## src/aes_defs.svh

```systemverilog
// AES-256 decryption core sizing macros: round count, block width, byte count, key address width
`ifndef AES_DEFS_SVH
`define AES_DEFS_SVH

// inverse cipher rounds for a 256-bit key
`define AES_ROUNDS 14

// one cipher block
`define AES_BLOCK_BITS 128

// bytes per block, one substitution per byte
`define AES_BLOCK_BYTES 16

// round key index 0..14
`define AES_KEY_ADDR_BITS 4

`endif
```

## src/aes_pkg.sv

```systemverilog
// aes_pkg: block state union, caller port structs and controller-to-datapath strobes
package aes_pkg;

`include "aes_defs.svh"

    // one block, viewed whole or as four columns of four bytes
    // col[c][r] is byte 4c+r, byte 0 in bits 127:120
    typedef union packed
    {
        logic [`AES_BLOCK_BITS-1:0] block;
        logic [0:3][0:3][7:0]       col;
    } aes_state_u;

    // caller request: start strobe plus ciphertext
    typedef struct packed
    {
        logic                       start;
        logic [`AES_BLOCK_BITS-1:0] block;
    } dec_in_t;

    // core response: done strobe plus plaintext
    typedef struct packed
    {
        logic                       done;
        logic [`AES_BLOCK_BITS-1:0] block;
    } dec_out_t;

    // per-cycle datapath commands
    typedef struct packed
    {
        logic       load;
        logic       shift;
        logic       rd_en;
        logic [3:0] rd_idx;
        logic       wr_en;
        logic [3:0] wr_idx;
        logic       ark;
        logic       mix;
    } path_ctrl_t;

endpackage

```

## src/aes256_dec.sv

```systemverilog
// aes256_dec: top level joining the round controller, state datapath and inverse S-box
`timescale 1ns/1ps
`include "aes_defs.svh"

module aes256_dec
    import aes_pkg::*;
(
    input  logic                          clk,
    input  logic                          resetn,
    input  dec_in_t                       dec_in,
    input  logic [`AES_BLOCK_BITS-1:0]    round_key,
    output dec_out_t                      dec_out,
    output logic [`AES_KEY_ADDR_BITS-1:0] key_addr
);

    path_ctrl_t                 path_ctrl;
    logic [7:0]                 sbox_in;
    logic [7:0]                 sbox_out;
    logic                       done;
    logic [`AES_BLOCK_BITS-1:0] plain_block;

    // round sequencing and key index
    dec_round_ctrl u_ctrl (
        .clk       (clk),
        .resetn    (resetn),
        .start     (dec_in.start),
        .key_addr  (key_addr),
        .path_ctrl (path_ctrl),
        .done      (done)
    );

    // block state, key addition, shift rows, mix columns
    dec_state_path u_path (
        .clk       (clk),
        .resetn    (resetn),
        .ctrl      (path_ctrl),
        .cipher_in (dec_in.block),
        .round_key (round_key),
        .sbox_in   (sbox_in),
        .sbox_out  (sbox_out),
        .plain_out (plain_block)
    );

    // one byte per cycle, one cycle latency
    inv_sbox u_sbox (
        .clk      (clk),
        .resetn   (resetn),
        .byte_in  (sbox_in),
        .byte_out (sbox_out)
    );

    assign dec_out.done  = done;
    assign dec_out.block = plain_block;

endmodule

```

## src/dec_state_path.sv

```systemverilog
// dec_state_path: block state register with load, inv shift rows, byte write-back, key add, inv mix
`timescale 1ns/1ps
`include "aes_defs.svh"

module dec_state_path
    import aes_pkg::*;
(
    input  logic                       clk,
    input  logic                       resetn,
    input  path_ctrl_t                 ctrl,
    input  logic [`AES_BLOCK_BITS-1:0] cipher_in,
    input  logic [`AES_BLOCK_BITS-1:0] round_key,
    output logic [7:0]                 sbox_in,
    input  logic [7:0]                 sbox_out,
    output logic [`AES_BLOCK_BITS-1:0] plain_out
);

    aes_state_u state;
    aes_state_u added;
    aes_state_u shifted;
    aes_state_u mixed;

    // multiply by x in GF(2^8)
    function automatic logic [7:0] xtime(input logic [7:0] a);
        return {a[6:0], 1'b0} ^ (a[7] ? 8'h1b : 8'h00);
    endfunction

    // fixed multiples used by the inverse mix matrix
    function automatic logic [7:0] mul9(input logic [7:0] a);
        logic [7:0] a2;
        logic [7:0] a4;
        logic [7:0] a8;
        a2 = xtime(a);
        a4 = xtime(a2);
        a8 = xtime(a4);
        return a8 ^ a;
    endfunction

    function automatic logic [7:0] mul11(input logic [7:0] a);
        logic [7:0] a2;
        logic [7:0] a8;
        a2 = xtime(a);
        a8 = xtime(xtime(a2));
        return a8 ^ a2 ^ a;
    endfunction

    function automatic logic [7:0] mul13(input logic [7:0] a);
        logic [7:0] a4;
        logic [7:0] a8;
        a4 = xtime(xtime(a));
        a8 = xtime(a4);
        return a8 ^ a4 ^ a;
    endfunction

    function automatic logic [7:0] mul14(input logic [7:0] a);
        logic [7:0] a2;
        logic [7:0] a4;
        logic [7:0] a8;
        a2 = xtime(a);
        a4 = xtime(a2);
        a8 = xtime(a4);
        return a8 ^ a4 ^ a2;
    endfunction

    // row r rotates right by r columns
    function automatic aes_state_u inv_shift_rows(input aes_state_u s);
        aes_state_u t;
        for (int c = 0; c < 4; c++)
        begin
            for (int r = 0; r < 4; r++)
                t.col[c][r] = s.col[(c + 4 - r) % 4][r];
        end
        return t;
    endfunction

    // each column times the {0e,0b,0d,09} circulant
    function automatic aes_state_u inv_mix_columns(input aes_state_u s);
        aes_state_u t;
        for (int c = 0; c < 4; c++)
        begin
            for (int r = 0; r < 4; r++)
                t.col[c][r] = mul14(s.col[c][r]) ^ mul11(s.col[c][(r + 1) % 4])
                            ^ mul13(s.col[c][(r + 2) % 4]) ^ mul9(s.col[c][(r + 3) % 4]);
        end
        return t;
    endfunction

    // key addition on whole-block view
    assign added.block = state.block ^ round_key;
    assign shifted     = inv_shift_rows(state);
    assign mixed       = inv_mix_columns(added);

    // byte select for the S-box, idle value 0
    assign sbox_in = ctrl.rd_en ? state.col[ctrl.rd_idx[3:2]][ctrl.rd_idx[1:0]] : 8'h00;

    // strobes are one-hot per cycle
    always_ff @(posedge clk)
    begin
        if (ctrl.load)
            state.block <= cipher_in ^ round_key;
        else if (ctrl.shift)
            state <= shifted;
        else if (ctrl.wr_en)
            state.col[ctrl.wr_idx[3:2]][ctrl.wr_idx[1:0]] <= sbox_out;
        else if (ctrl.ark)
            state <= ctrl.mix ? mixed : added;
    end

    // plaintext held until the next final ark
    always_ff @(posedge clk or negedge resetn)
    begin
        if (!resetn)
            plain_out <= '0;
        else if (ctrl.ark && !ctrl.mix)
            plain_out <= added.block;
    end

endmodule

```

## src/dec_round_ctrl.sv

```systemverilog
// dec_round_ctrl: round FSM, descending key address, byte counters and datapath strobes
`timescale 1ns/1ps
`include "aes_defs.svh"

module dec_round_ctrl
    import aes_pkg::*;
(
    input  logic                          clk,
    input  logic                          resetn,
    input  logic                          start,
    output logic [`AES_KEY_ADDR_BITS-1:0] key_addr,
    output path_ctrl_t                    path_ctrl,
    output logic                          done
);

    // key index used while idle, i.e. the initial key addition
    localparam logic [`AES_KEY_ADDR_BITS-1:0] IDLE_ROUND  = `AES_ROUNDS;
    localparam logic [`AES_KEY_ADDR_BITS-1:0] FIRST_ROUND = `AES_ROUNDS - 1;
    // last sub cycle only collects the final S-box result
    localparam logic [4:0]                    SUB_LAST    = `AES_BLOCK_BYTES;

    typedef enum logic [1:0]
    {
        PH_IDLE,
        PH_SHIFT,
        PH_SUB,
        PH_ARK
    } phase_e;

    phase_e                         phase;
    logic [`AES_KEY_ADDR_BITS-1:0]  round;
    logic [4:0]                     byte_cnt;
    logic                           rd_en;
    logic                           rd_en_q;
    logic [3:0]                     rd_idx_q;
    logic                           last_ark;

    // reads on sub cycles 1..16, nothing issued on cycle 17
    assign rd_en    = (phase == PH_SUB) && (byte_cnt < SUB_LAST);
    // round 0 ark, no mix, produces the plaintext
    assign last_ark = (phase == PH_ARK) && (round == '0);

    always_ff @(posedge clk or negedge resetn)
    begin
        if (!resetn)
        begin
            phase    <= PH_IDLE;
            round    <= IDLE_ROUND;
            byte_cnt <= '0;
            rd_en_q  <= 1'b0;
            rd_idx_q <= '0;
            done     <= 1'b0;
        end
        else
        begin
            // write-back trails the read by the S-box register
            rd_en_q  <= rd_en;
            rd_idx_q <= byte_cnt[3:0];
            done     <= last_ark;
            case (phase)
                PH_IDLE:
                begin
                    // start while busy never reaches here
                    if (start)
                    begin
                        phase <= PH_SHIFT;
                        round <= FIRST_ROUND;
                    end
                end
                PH_SHIFT:
                begin
                    phase    <= PH_SUB;
                    byte_cnt <= '0;
                end
                PH_SUB:
                begin
                    if (byte_cnt == SUB_LAST)
                        phase <= PH_ARK;
                    else
                        byte_cnt <= byte_cnt + 5'd1;
                end
                PH_ARK:
                begin
                    if (round == '0)
                    begin
                        phase <= PH_IDLE;
                        round <= IDLE_ROUND;
                    end
                    else
                    begin
                        phase <= PH_SHIFT;
                        round <= round - 1'b1;
                    end
                end
                default:
                    phase <= PH_IDLE;
            endcase
        end
    end

    // key index follows the round, 14 when idle
    assign key_addr = round;

    always_comb
    begin
        path_ctrl.load   = (phase == PH_IDLE) && start;
        path_ctrl.shift  = (phase == PH_SHIFT);
        path_ctrl.rd_en  = rd_en;
        path_ctrl.rd_idx = byte_cnt[3:0];
        path_ctrl.wr_en  = rd_en_q;
        path_ctrl.wr_idx = rd_idx_q;
        path_ctrl.ark    = (phase == PH_ARK);
        // mix columns skipped in the final round
        path_ctrl.mix    = (phase == PH_ARK) && !last_ark;
    end

endmodule

```

## src/inv_sbox.sv

```systemverilog
// inv_sbox: inverse affine transform, GF(2^8) inverse by x^254, registered byte output
`timescale 1ns/1ps

module inv_sbox
(
    input  logic       clk,
    input  logic       resetn,
    input  logic [7:0] byte_in,
    output logic [7:0] byte_out
);

    logic [7:0] affine;
    logic [7:0] inverse;

    // GF(2^8) product modulo x^8+x^4+x^3+x+1
    function automatic logic [7:0] gf_mul(input logic [7:0] a, input logic [7:0] b);
        logic [7:0] p;
        logic [7:0] acc;
        p   = 8'h00;
        acc = a;
        for (int i = 0; i < 8; i++)
        begin
            if (b[i])
                p = p ^ acc;
            acc = {acc[6:0], 1'b0} ^ (acc[7] ? 8'h1b : 8'h00);
        end
        return p;
    endfunction

    // square-and-multiply over exponent 254, msb first
    // zero stays zero since every step is a product
    function automatic logic [7:0] gf_inv(input logic [7:0] x);
        logic [7:0] acc;
        logic [7:0] e;
        acc = 8'h01;
        e   = 8'd254;
        for (int i = 7; i >= 0; i--)
        begin
            acc = gf_mul(acc, acc);
            if (e[i])
                acc = gf_mul(acc, x);
        end
        return acc;
    endfunction

    // inverse affine: rotl 1, 3, 6 then xor 05
    assign affine = {byte_in[6:0], byte_in[7]}
                  ^ {byte_in[4:0], byte_in[7:5]}
                  ^ {byte_in[1:0], byte_in[7:2]}
                  ^ 8'h05;

    assign inverse = gf_inv(affine);

    // lookup register, one cycle latency
    always_ff @(posedge clk or negedge resetn)
    begin
        if (!resetn)
            byte_out <= 8'h00;
        else
            byte_out <= inverse;
    end

endmodule

```

## config.mk

```make
export PLATFORM = sky130hd
export DESIGN_NAME = aes256_dec
export DESIGN_NICKNAME = d
export VERILOG_FILES = /design/src/aes_pkg.sv /design/src/aes256_dec.sv /design/src/dec_state_path.sv /design/src/dec_round_ctrl.sv /design/src/inv_sbox.sv
export VERILOG_INCLUDE_DIRS = /design/src /design/src/src
export SDC_FILE = /design/constraint.sdc
export NUM_CORES = 2
export LEC_CHECK = 0
export ABC_AREA = 1
export ABC_CLOCK_PERIOD_IN_PS = 21500
export BUFFER_PORTS_ARGS = -buffer_cell sky130_fd_sc_hd__buf_2
export CAP_MARGIN = 20
export CORE_MARGIN = 2
export CORE_UTILIZATION = 40
export DETAILED_ROUTE_END_ITERATION = 10
export SKIP_CTS_REPAIR_TIMING = 1
export SLEW_MARGIN = 25
export SYNTH_ARGS = -nofsm -noshare
export SYNTH_HDL_FRONTEND = slang
export SYNTH_SLANG_ARGS = --single-unit
```

## constraint.sdc

```tcl
create_clock -name clk -period 21.5 [get_ports clk]
set_input_delay 4.3 -clock clk [delete_from_list [all_inputs] [get_ports clk]]
set_output_delay 4.3 -clock clk [all_outputs]
set_load 0.05 [all_outputs]
```

# Word level (Yosys, flattened, before mapping)
# Cells that the tools add are included.
# Widths: inputs -> output; s select.
# op_classes
add_sub_neg,2
n_lt_le_gt_ge,7
eq_ne,8
muxes,277
n_bitwise,390
reduce_logical,19
# ops
operator,count
$xor 8x8->8,376
$mux 8,109
$mux 5,141
$mux 128,5
$xor 128x128->128,2
$bwmux 128,1
$mux 32,3
$bmux 32 s2,1
$demux 32 s2,1
$bmux 8 s2,1
$demux 8 s2,1
$ge 3x3->1 const B,4
$mux 4,3
$not 2->3,4
$pmux 5 s2,1
$pmux 2 s4,1
$pmux 4 s2,1
$reduce_and 2->1,4
$logic_and 1x1->1,7
$mux 7,1
$not 1->1 const A,7
$lt 3x1->1 const B,2
$mux 2,3
$mux 6,1
other kinds (17),23
# totals
register_bits,281
input_bits,259
out_inout_bits,133

# Logic depth before layout (Yosys ltp)
# logic_depth
word_depth,227
depth_mapped,205

# Modules after synthesis
# A second synthesis with hierarchy kept.
# hier_totals
hier_cells,10301
area_unflattened_um2,61878.1
# modules_own_cells
module,n_inst,cells_per_inst,area_per_inst_um2
dec_state_path,1,5528,33109.3
inv_sbox,1,4670,27848.0
dec_round_ctrl,1,102,913.4
aes256_dec,1,1,7.5

# Least setup slack after synthesis
# Ideal clock, no wire load.
# synth_path
path_type,reg-to-reg
start,register u_ctrl.phase[0]
end,register u_sbox.byte_out[4]
arrival_ns,18.052
t_required_ns,21.387
path_slack_ns,3.335
path_stages_with_launch,177
n_path_buf,16
synth_period_minus_slack_ns,18.165
path_cell_list,dfrtp_1 inv_1 ha_1 inv_2 nor2_8 bufbuf_16 nand3_2 nand3b_1 nand2_4 clkbuf_8 clkbuf_8 clkbuf_8 clkbuf_8 clkbuf_8 clkbuf_8 clkbuf_8 clkbuf_8 ha_1 (+141 left out) inv_2 ha_1 inv_1 nand3_1 nand2_1 nand2_1 nand2_1 nand2_1 inv_1 nand2_1 nand2_1 nand2_1 nand2_2 inv_1 nand2_1 nand3_1 nand2_1 inv_1
# synth_via
elab_chain_cells,215
# synth_rtl
item,line_no,rtl
"start, declared",dec_round_ctrl.sv:30,phase_e phase;
"start signal, assigned",dec_round_ctrl.sv:47,phase <= PH_IDLE;
"start signal, assigned",dec_round_ctrl.sv:66,phase <= PH_SHIFT;
"start signal, assigned",dec_round_ctrl.sv:72,phase <= PH_SUB;
$eq 2x2->1 (*),dec_round_ctrl.sv:39,assign rd_en = (phase == PH_SUB) && (byte_cnt < SUB_LAST);
$logic_and 1x1->1 (*),dec_round_ctrl.sv:39,
$mux 8 (*),dec_state_path.sv:94,assign sbox_in = ctrl.rd_en ? state.col[ctrl.rd_idx[3:2]][ctrl.rd_idx[1:0]] : 8'h00;
$xor 8x8->8,inv_sbox.sv:48,"^ {byte_in[4:0], byte_in[7:5]}"
$xor 8x8->8 (*),inv_sbox.sv:49,"^ {byte_in[1:0], byte_in[7:2]}"
$not 2->2 (no line),-,
$mux 1,inv_sbox.sv:23,if (b[i])
$mux 2,inv_sbox.sv:23,
(+200 left out),-,
$mux 8,inv_sbox.sv:23,
$xor 8x8->8,inv_sbox.sv:24,p = p ^ acc;
$mux 8,inv_sbox.sv:23,
$xor 8x8->8,inv_sbox.sv:24,
$mux 8,inv_sbox.sv:23,
$xor 8x8->8,inv_sbox.sv:24,
$mux 8 (*),inv_sbox.sv:23,
net u_sbox.inverse[4],inv_sbox.sv:13,logic [7:0] inverse;
"end signal, assigned",inv_sbox.sv:60,byte_out <= inverse;
"end, declared",inv_sbox.sv:9,output logic [7:0] byte_out
# Mark *: on every way through the listed nets, which the timed path passes. The rest lies on a longest branch.
# A chain may end at the register's enable or synchronous reset.

# Worst setup path in the final report
# layout_path
start,register u_ctrl.byte_cnt[2]
end,register u_sbox.byte_out[4]
# layout_via
elab_chain_cells,220
# layout_rtl
item,line_no,rtl
"start, declared",dec_round_ctrl.sv:32,logic [4:0] byte_cnt;
"start signal, assigned",dec_round_ctrl.sv:80,byte_cnt <= byte_cnt + 5'd1;
$not 2->3 (implied by the code),dec_state_path.sv:94,
$bmux 32 s2,dec_state_path.sv:94,
$mux 32 (implied by the code) (2 in a row),dec_state_path.sv:94,
$bmux 8 s2,dec_state_path.sv:94,
$mux 8 (implied by the code) (2 in a row),dec_state_path.sv:94,
$mux 8 (*),dec_state_path.sv:94,
$xor 8x8->8,inv_sbox.sv:48,
$xor 8x8->8 (*),inv_sbox.sv:49,
(+203 left out),-,
$mux 8,inv_sbox.sv:23,
$xor 8x8->8,inv_sbox.sv:24,
$mux 8,inv_sbox.sv:23,
$xor 8x8->8,inv_sbox.sv:24,
$mux 8,inv_sbox.sv:23,
$xor 8x8->8,inv_sbox.sv:24,
$mux 8 (*),inv_sbox.sv:23,
net u_sbox.inverse[4],inv_sbox.sv:13,
# Mark *: on every way through the listed nets, which the timed path passes. The rest lies on a longest branch. The select of a mux whose other input is x is not followed.

==> summary.md <==
| Metric | Value |
|---|---|
| Post-synth top area share | 0.141 |
| Dominant cells by area after synthesis | nand2_1 14%, xnor2_1 11%, xor2_1 11% |
| RePlAce Congestion | 1.06 |
| FF-to-FF Start | u_ctrl.byte_cnt[2] |
| Met3 Usage GRT | 0.0486 |
| CTS tree | done |
| Slowest cell on crit path | dfrtp_2 |
| Commonest cells in the netlist | 1962 x nand2_1, 787 x nand3_1, 681 x xnor2_1, 680 x inv_1, 627 x xor2_1 |
| # setup viols final | 0 |
| Most frequent cell after synthesis | nand2_1 |
| Worst Skew | 0.0170 ns |
| Die width | between 300 and 400 um |
| Final Non-Filler Cells | 9786 |
| Post-DR vias/cell | between 5 and 6 |
| Fill cells | between 10000 and 15000 |
| Skew-Pair Late Insertion Delay | 0.63 ns |
| Crit share post-route | 0.905 |
| GR Layer Usage met2 | 0.499 |
| Worst EP required | 22.02 ns |
| Sequential Area | around 7700 um2 |
| Detail Route Antenna Nets | 0 |
| Synthesized cell area | 52100 um2 |
| Initial Utilization | 0.403 |
| Critical path launch point type | flip-flop |
| Most used cell, CP | nand2_1 |
| Synth cell types | 70 |
| I/O Buffers | 391 |
| Clock slew at reported path FFs | approximately 0.07 ns |
| Seq cells post-synth | about 280 |
| Worst slew pin tran | 1.13 ns |
| Post-synth ARST share | 0.544 |
| Fmax | 0.0514 GHz |
| Post-DR wirelength/cell | about 22 um |
| Final min period | 19.46 ns |
| DRC | 0 |
| Number of enable flip-flop cells after synthesis | 128 |
| Dpl hpwl | 168000 um |
| Setup TNS | 0 ns |
| RSZ-0062 raised after global routing | no |
| Status | completed |
| Max FO, Critical Path | 75 |
| Sequential-to-total area share from yosys stat | 0.147 |
| Longest Clk Path Bufs | 3 |
| Max Cap Viol | 0 |
| Max_slew headroom | 0.246 |
| IO Pins | 392 |
| Area Overhead vs Synth | 8.22% |
| WP data arrival | 19.98 ns |
| Chip height | 365 um |
| Hold_sp | u_path.plain_out[121] |
| Grt ovf | 0 |
| Layout cell share with drive strength beyond 1 | 0.227 |
| Number of warnings issued by yosys | 0 |
| Critical path type | flip-flop to flip-flop |
| Hold Vio Cnt, Final | 0 |
| CTS HTree Levels | 1 |
| Num CTS Buffers | 31 |
| Synthesized Nets | 7982 |
| TritonCTS Sinks | 281 |
| Reg2Reg Depth | 163 |
| Grt met1 use | 0.381 |
| # rows | 132 |
| Mapped Cells | 7708 |
| Total die area | 133000 um2 |
| Largest net degree at the start of global routing | 106 |
| FF-to-FF End | u_sbox.byte_out[4] |
| CP endpoint kind | flip-flop |
| Root buf cell | clkbuf_16 |
| Vias in the first global route | 48400 |
| Nets | 8278 |
| Placed insts | 9710 |
| Synth Flop Type | dfrtp_1 |
| Fin. max-slew vios | 0 |
| Final wirelength | approximately 210000 um |
| Crit-path max cell delay | 0.43 ns |
| Min-delay worst type | flip-flop to flip-flop |
| Worst setup path endpoint | u_sbox.byte_out[4] |
| GRT Resource Usage Total | 0.305 |
| DRT Pass-1 Iters | 6 |
| Initial antenna violation count | 17 |
| Synthesized area per cell | 6.76 um2 |
| Vias | 52200 |
| Multi-input gate area | 38900 um2 |
| R2R Setup Slk | 2.04 ns |
| Critical Path Start | u_ctrl.byte_cnt[2] |
| GRT Max-Usage Layer | met2 |
| Cell accounting for the most synthesized area | nand2_1 |
| CORE AREA | 129000 um2 |
| Initial DRC Count | 5080 |
| First-pass GRT wire length | 309000 um |
[cells in the final DEF (no fill, tap or decap), types with 220 or more instances in the layout]
cell / instances
buf_2: 390
inv_1: 678
nand2_1: 1956
nand2_2: 454
nand2_4: 272
nand3_1: 787
nor2_1: 220
o21ai_0: 395
xnor2_1: 679
xor2_1: 627
[worst min-delay path by stage]
stage	cells past startpoint	endpoint
after global routing	2	u_path.plain_out[121]
after detailed placement	2	u_path.plain_out[121]
final	2	u_path.plain_out[121]
after CTS	2	u_path.plain_out[121]
after floorplan	0	u_ctrl.rd_idx_q[3]
after global placement	2	u_path.plain_out[123]
[flip-flops by register name (all words and copies together), names as in the netlist]
register and cells:
u_path.plain_out 128, u_path.state 128, u_sbox.byte_out 8, u_ctrl.byte_cnt 5
u_ctrl.key_addr 4, u_ctrl.rd_idx_q 4, u_ctrl.phase 2, u_ctrl.done 1
u_ctrl.rd_en_q 1
[metrics by stage]
stage	setup WS, ns	hold slack, ns	utilization	cell area, um2
final	2.04	0.475	0.436	56400
after global routing	0.0285	0.499	0.436	56400
after CTS	1.30	0.479	0.435	56200
after detailed placement	1.38	0.462	0.426	55100
after global placement	1.81	0.459	0.426	55100
after floorplan	3.34	0.374	-	52100
[cell type report]
type	count	share of cell area
multi-input cells	6296	0.691
clock buffers	38	0.0159
well taps	1742	0.0387
clock inverters	20	0.00308
repair buffers	517	0.0523
inverters	877	0.0626
flip-flops and latches	281	0.136
diodes	15	0.000666
[worst max-delay path: cells and delay by family, from the launching register on]
family,cells,cell delay (ns)
xor+xnor,4,0.90
simple gates,125,13.48
fa+ha+maj,5,1.77
flops,1,0.43
buf+inv,29,2.61
[metal layers]
metal  vias up  wire length, um
met1     24400            85200
met5         -               27
met4         4            13300
met3       467            16600
li1      25200                -
met2      2085            95300
[cells by family after synthesis]
family	share of synthesized area
compound gates	0.0927
xor+xnor	0.225
fa+ha+maj	0.00360
buf+inv	0.108
flops	0.147
simple gates	0.423
Power is left out: the tool's default activity adds up to more than one toggle a clock period on the data nets, which glitch-free logic cannot reach.
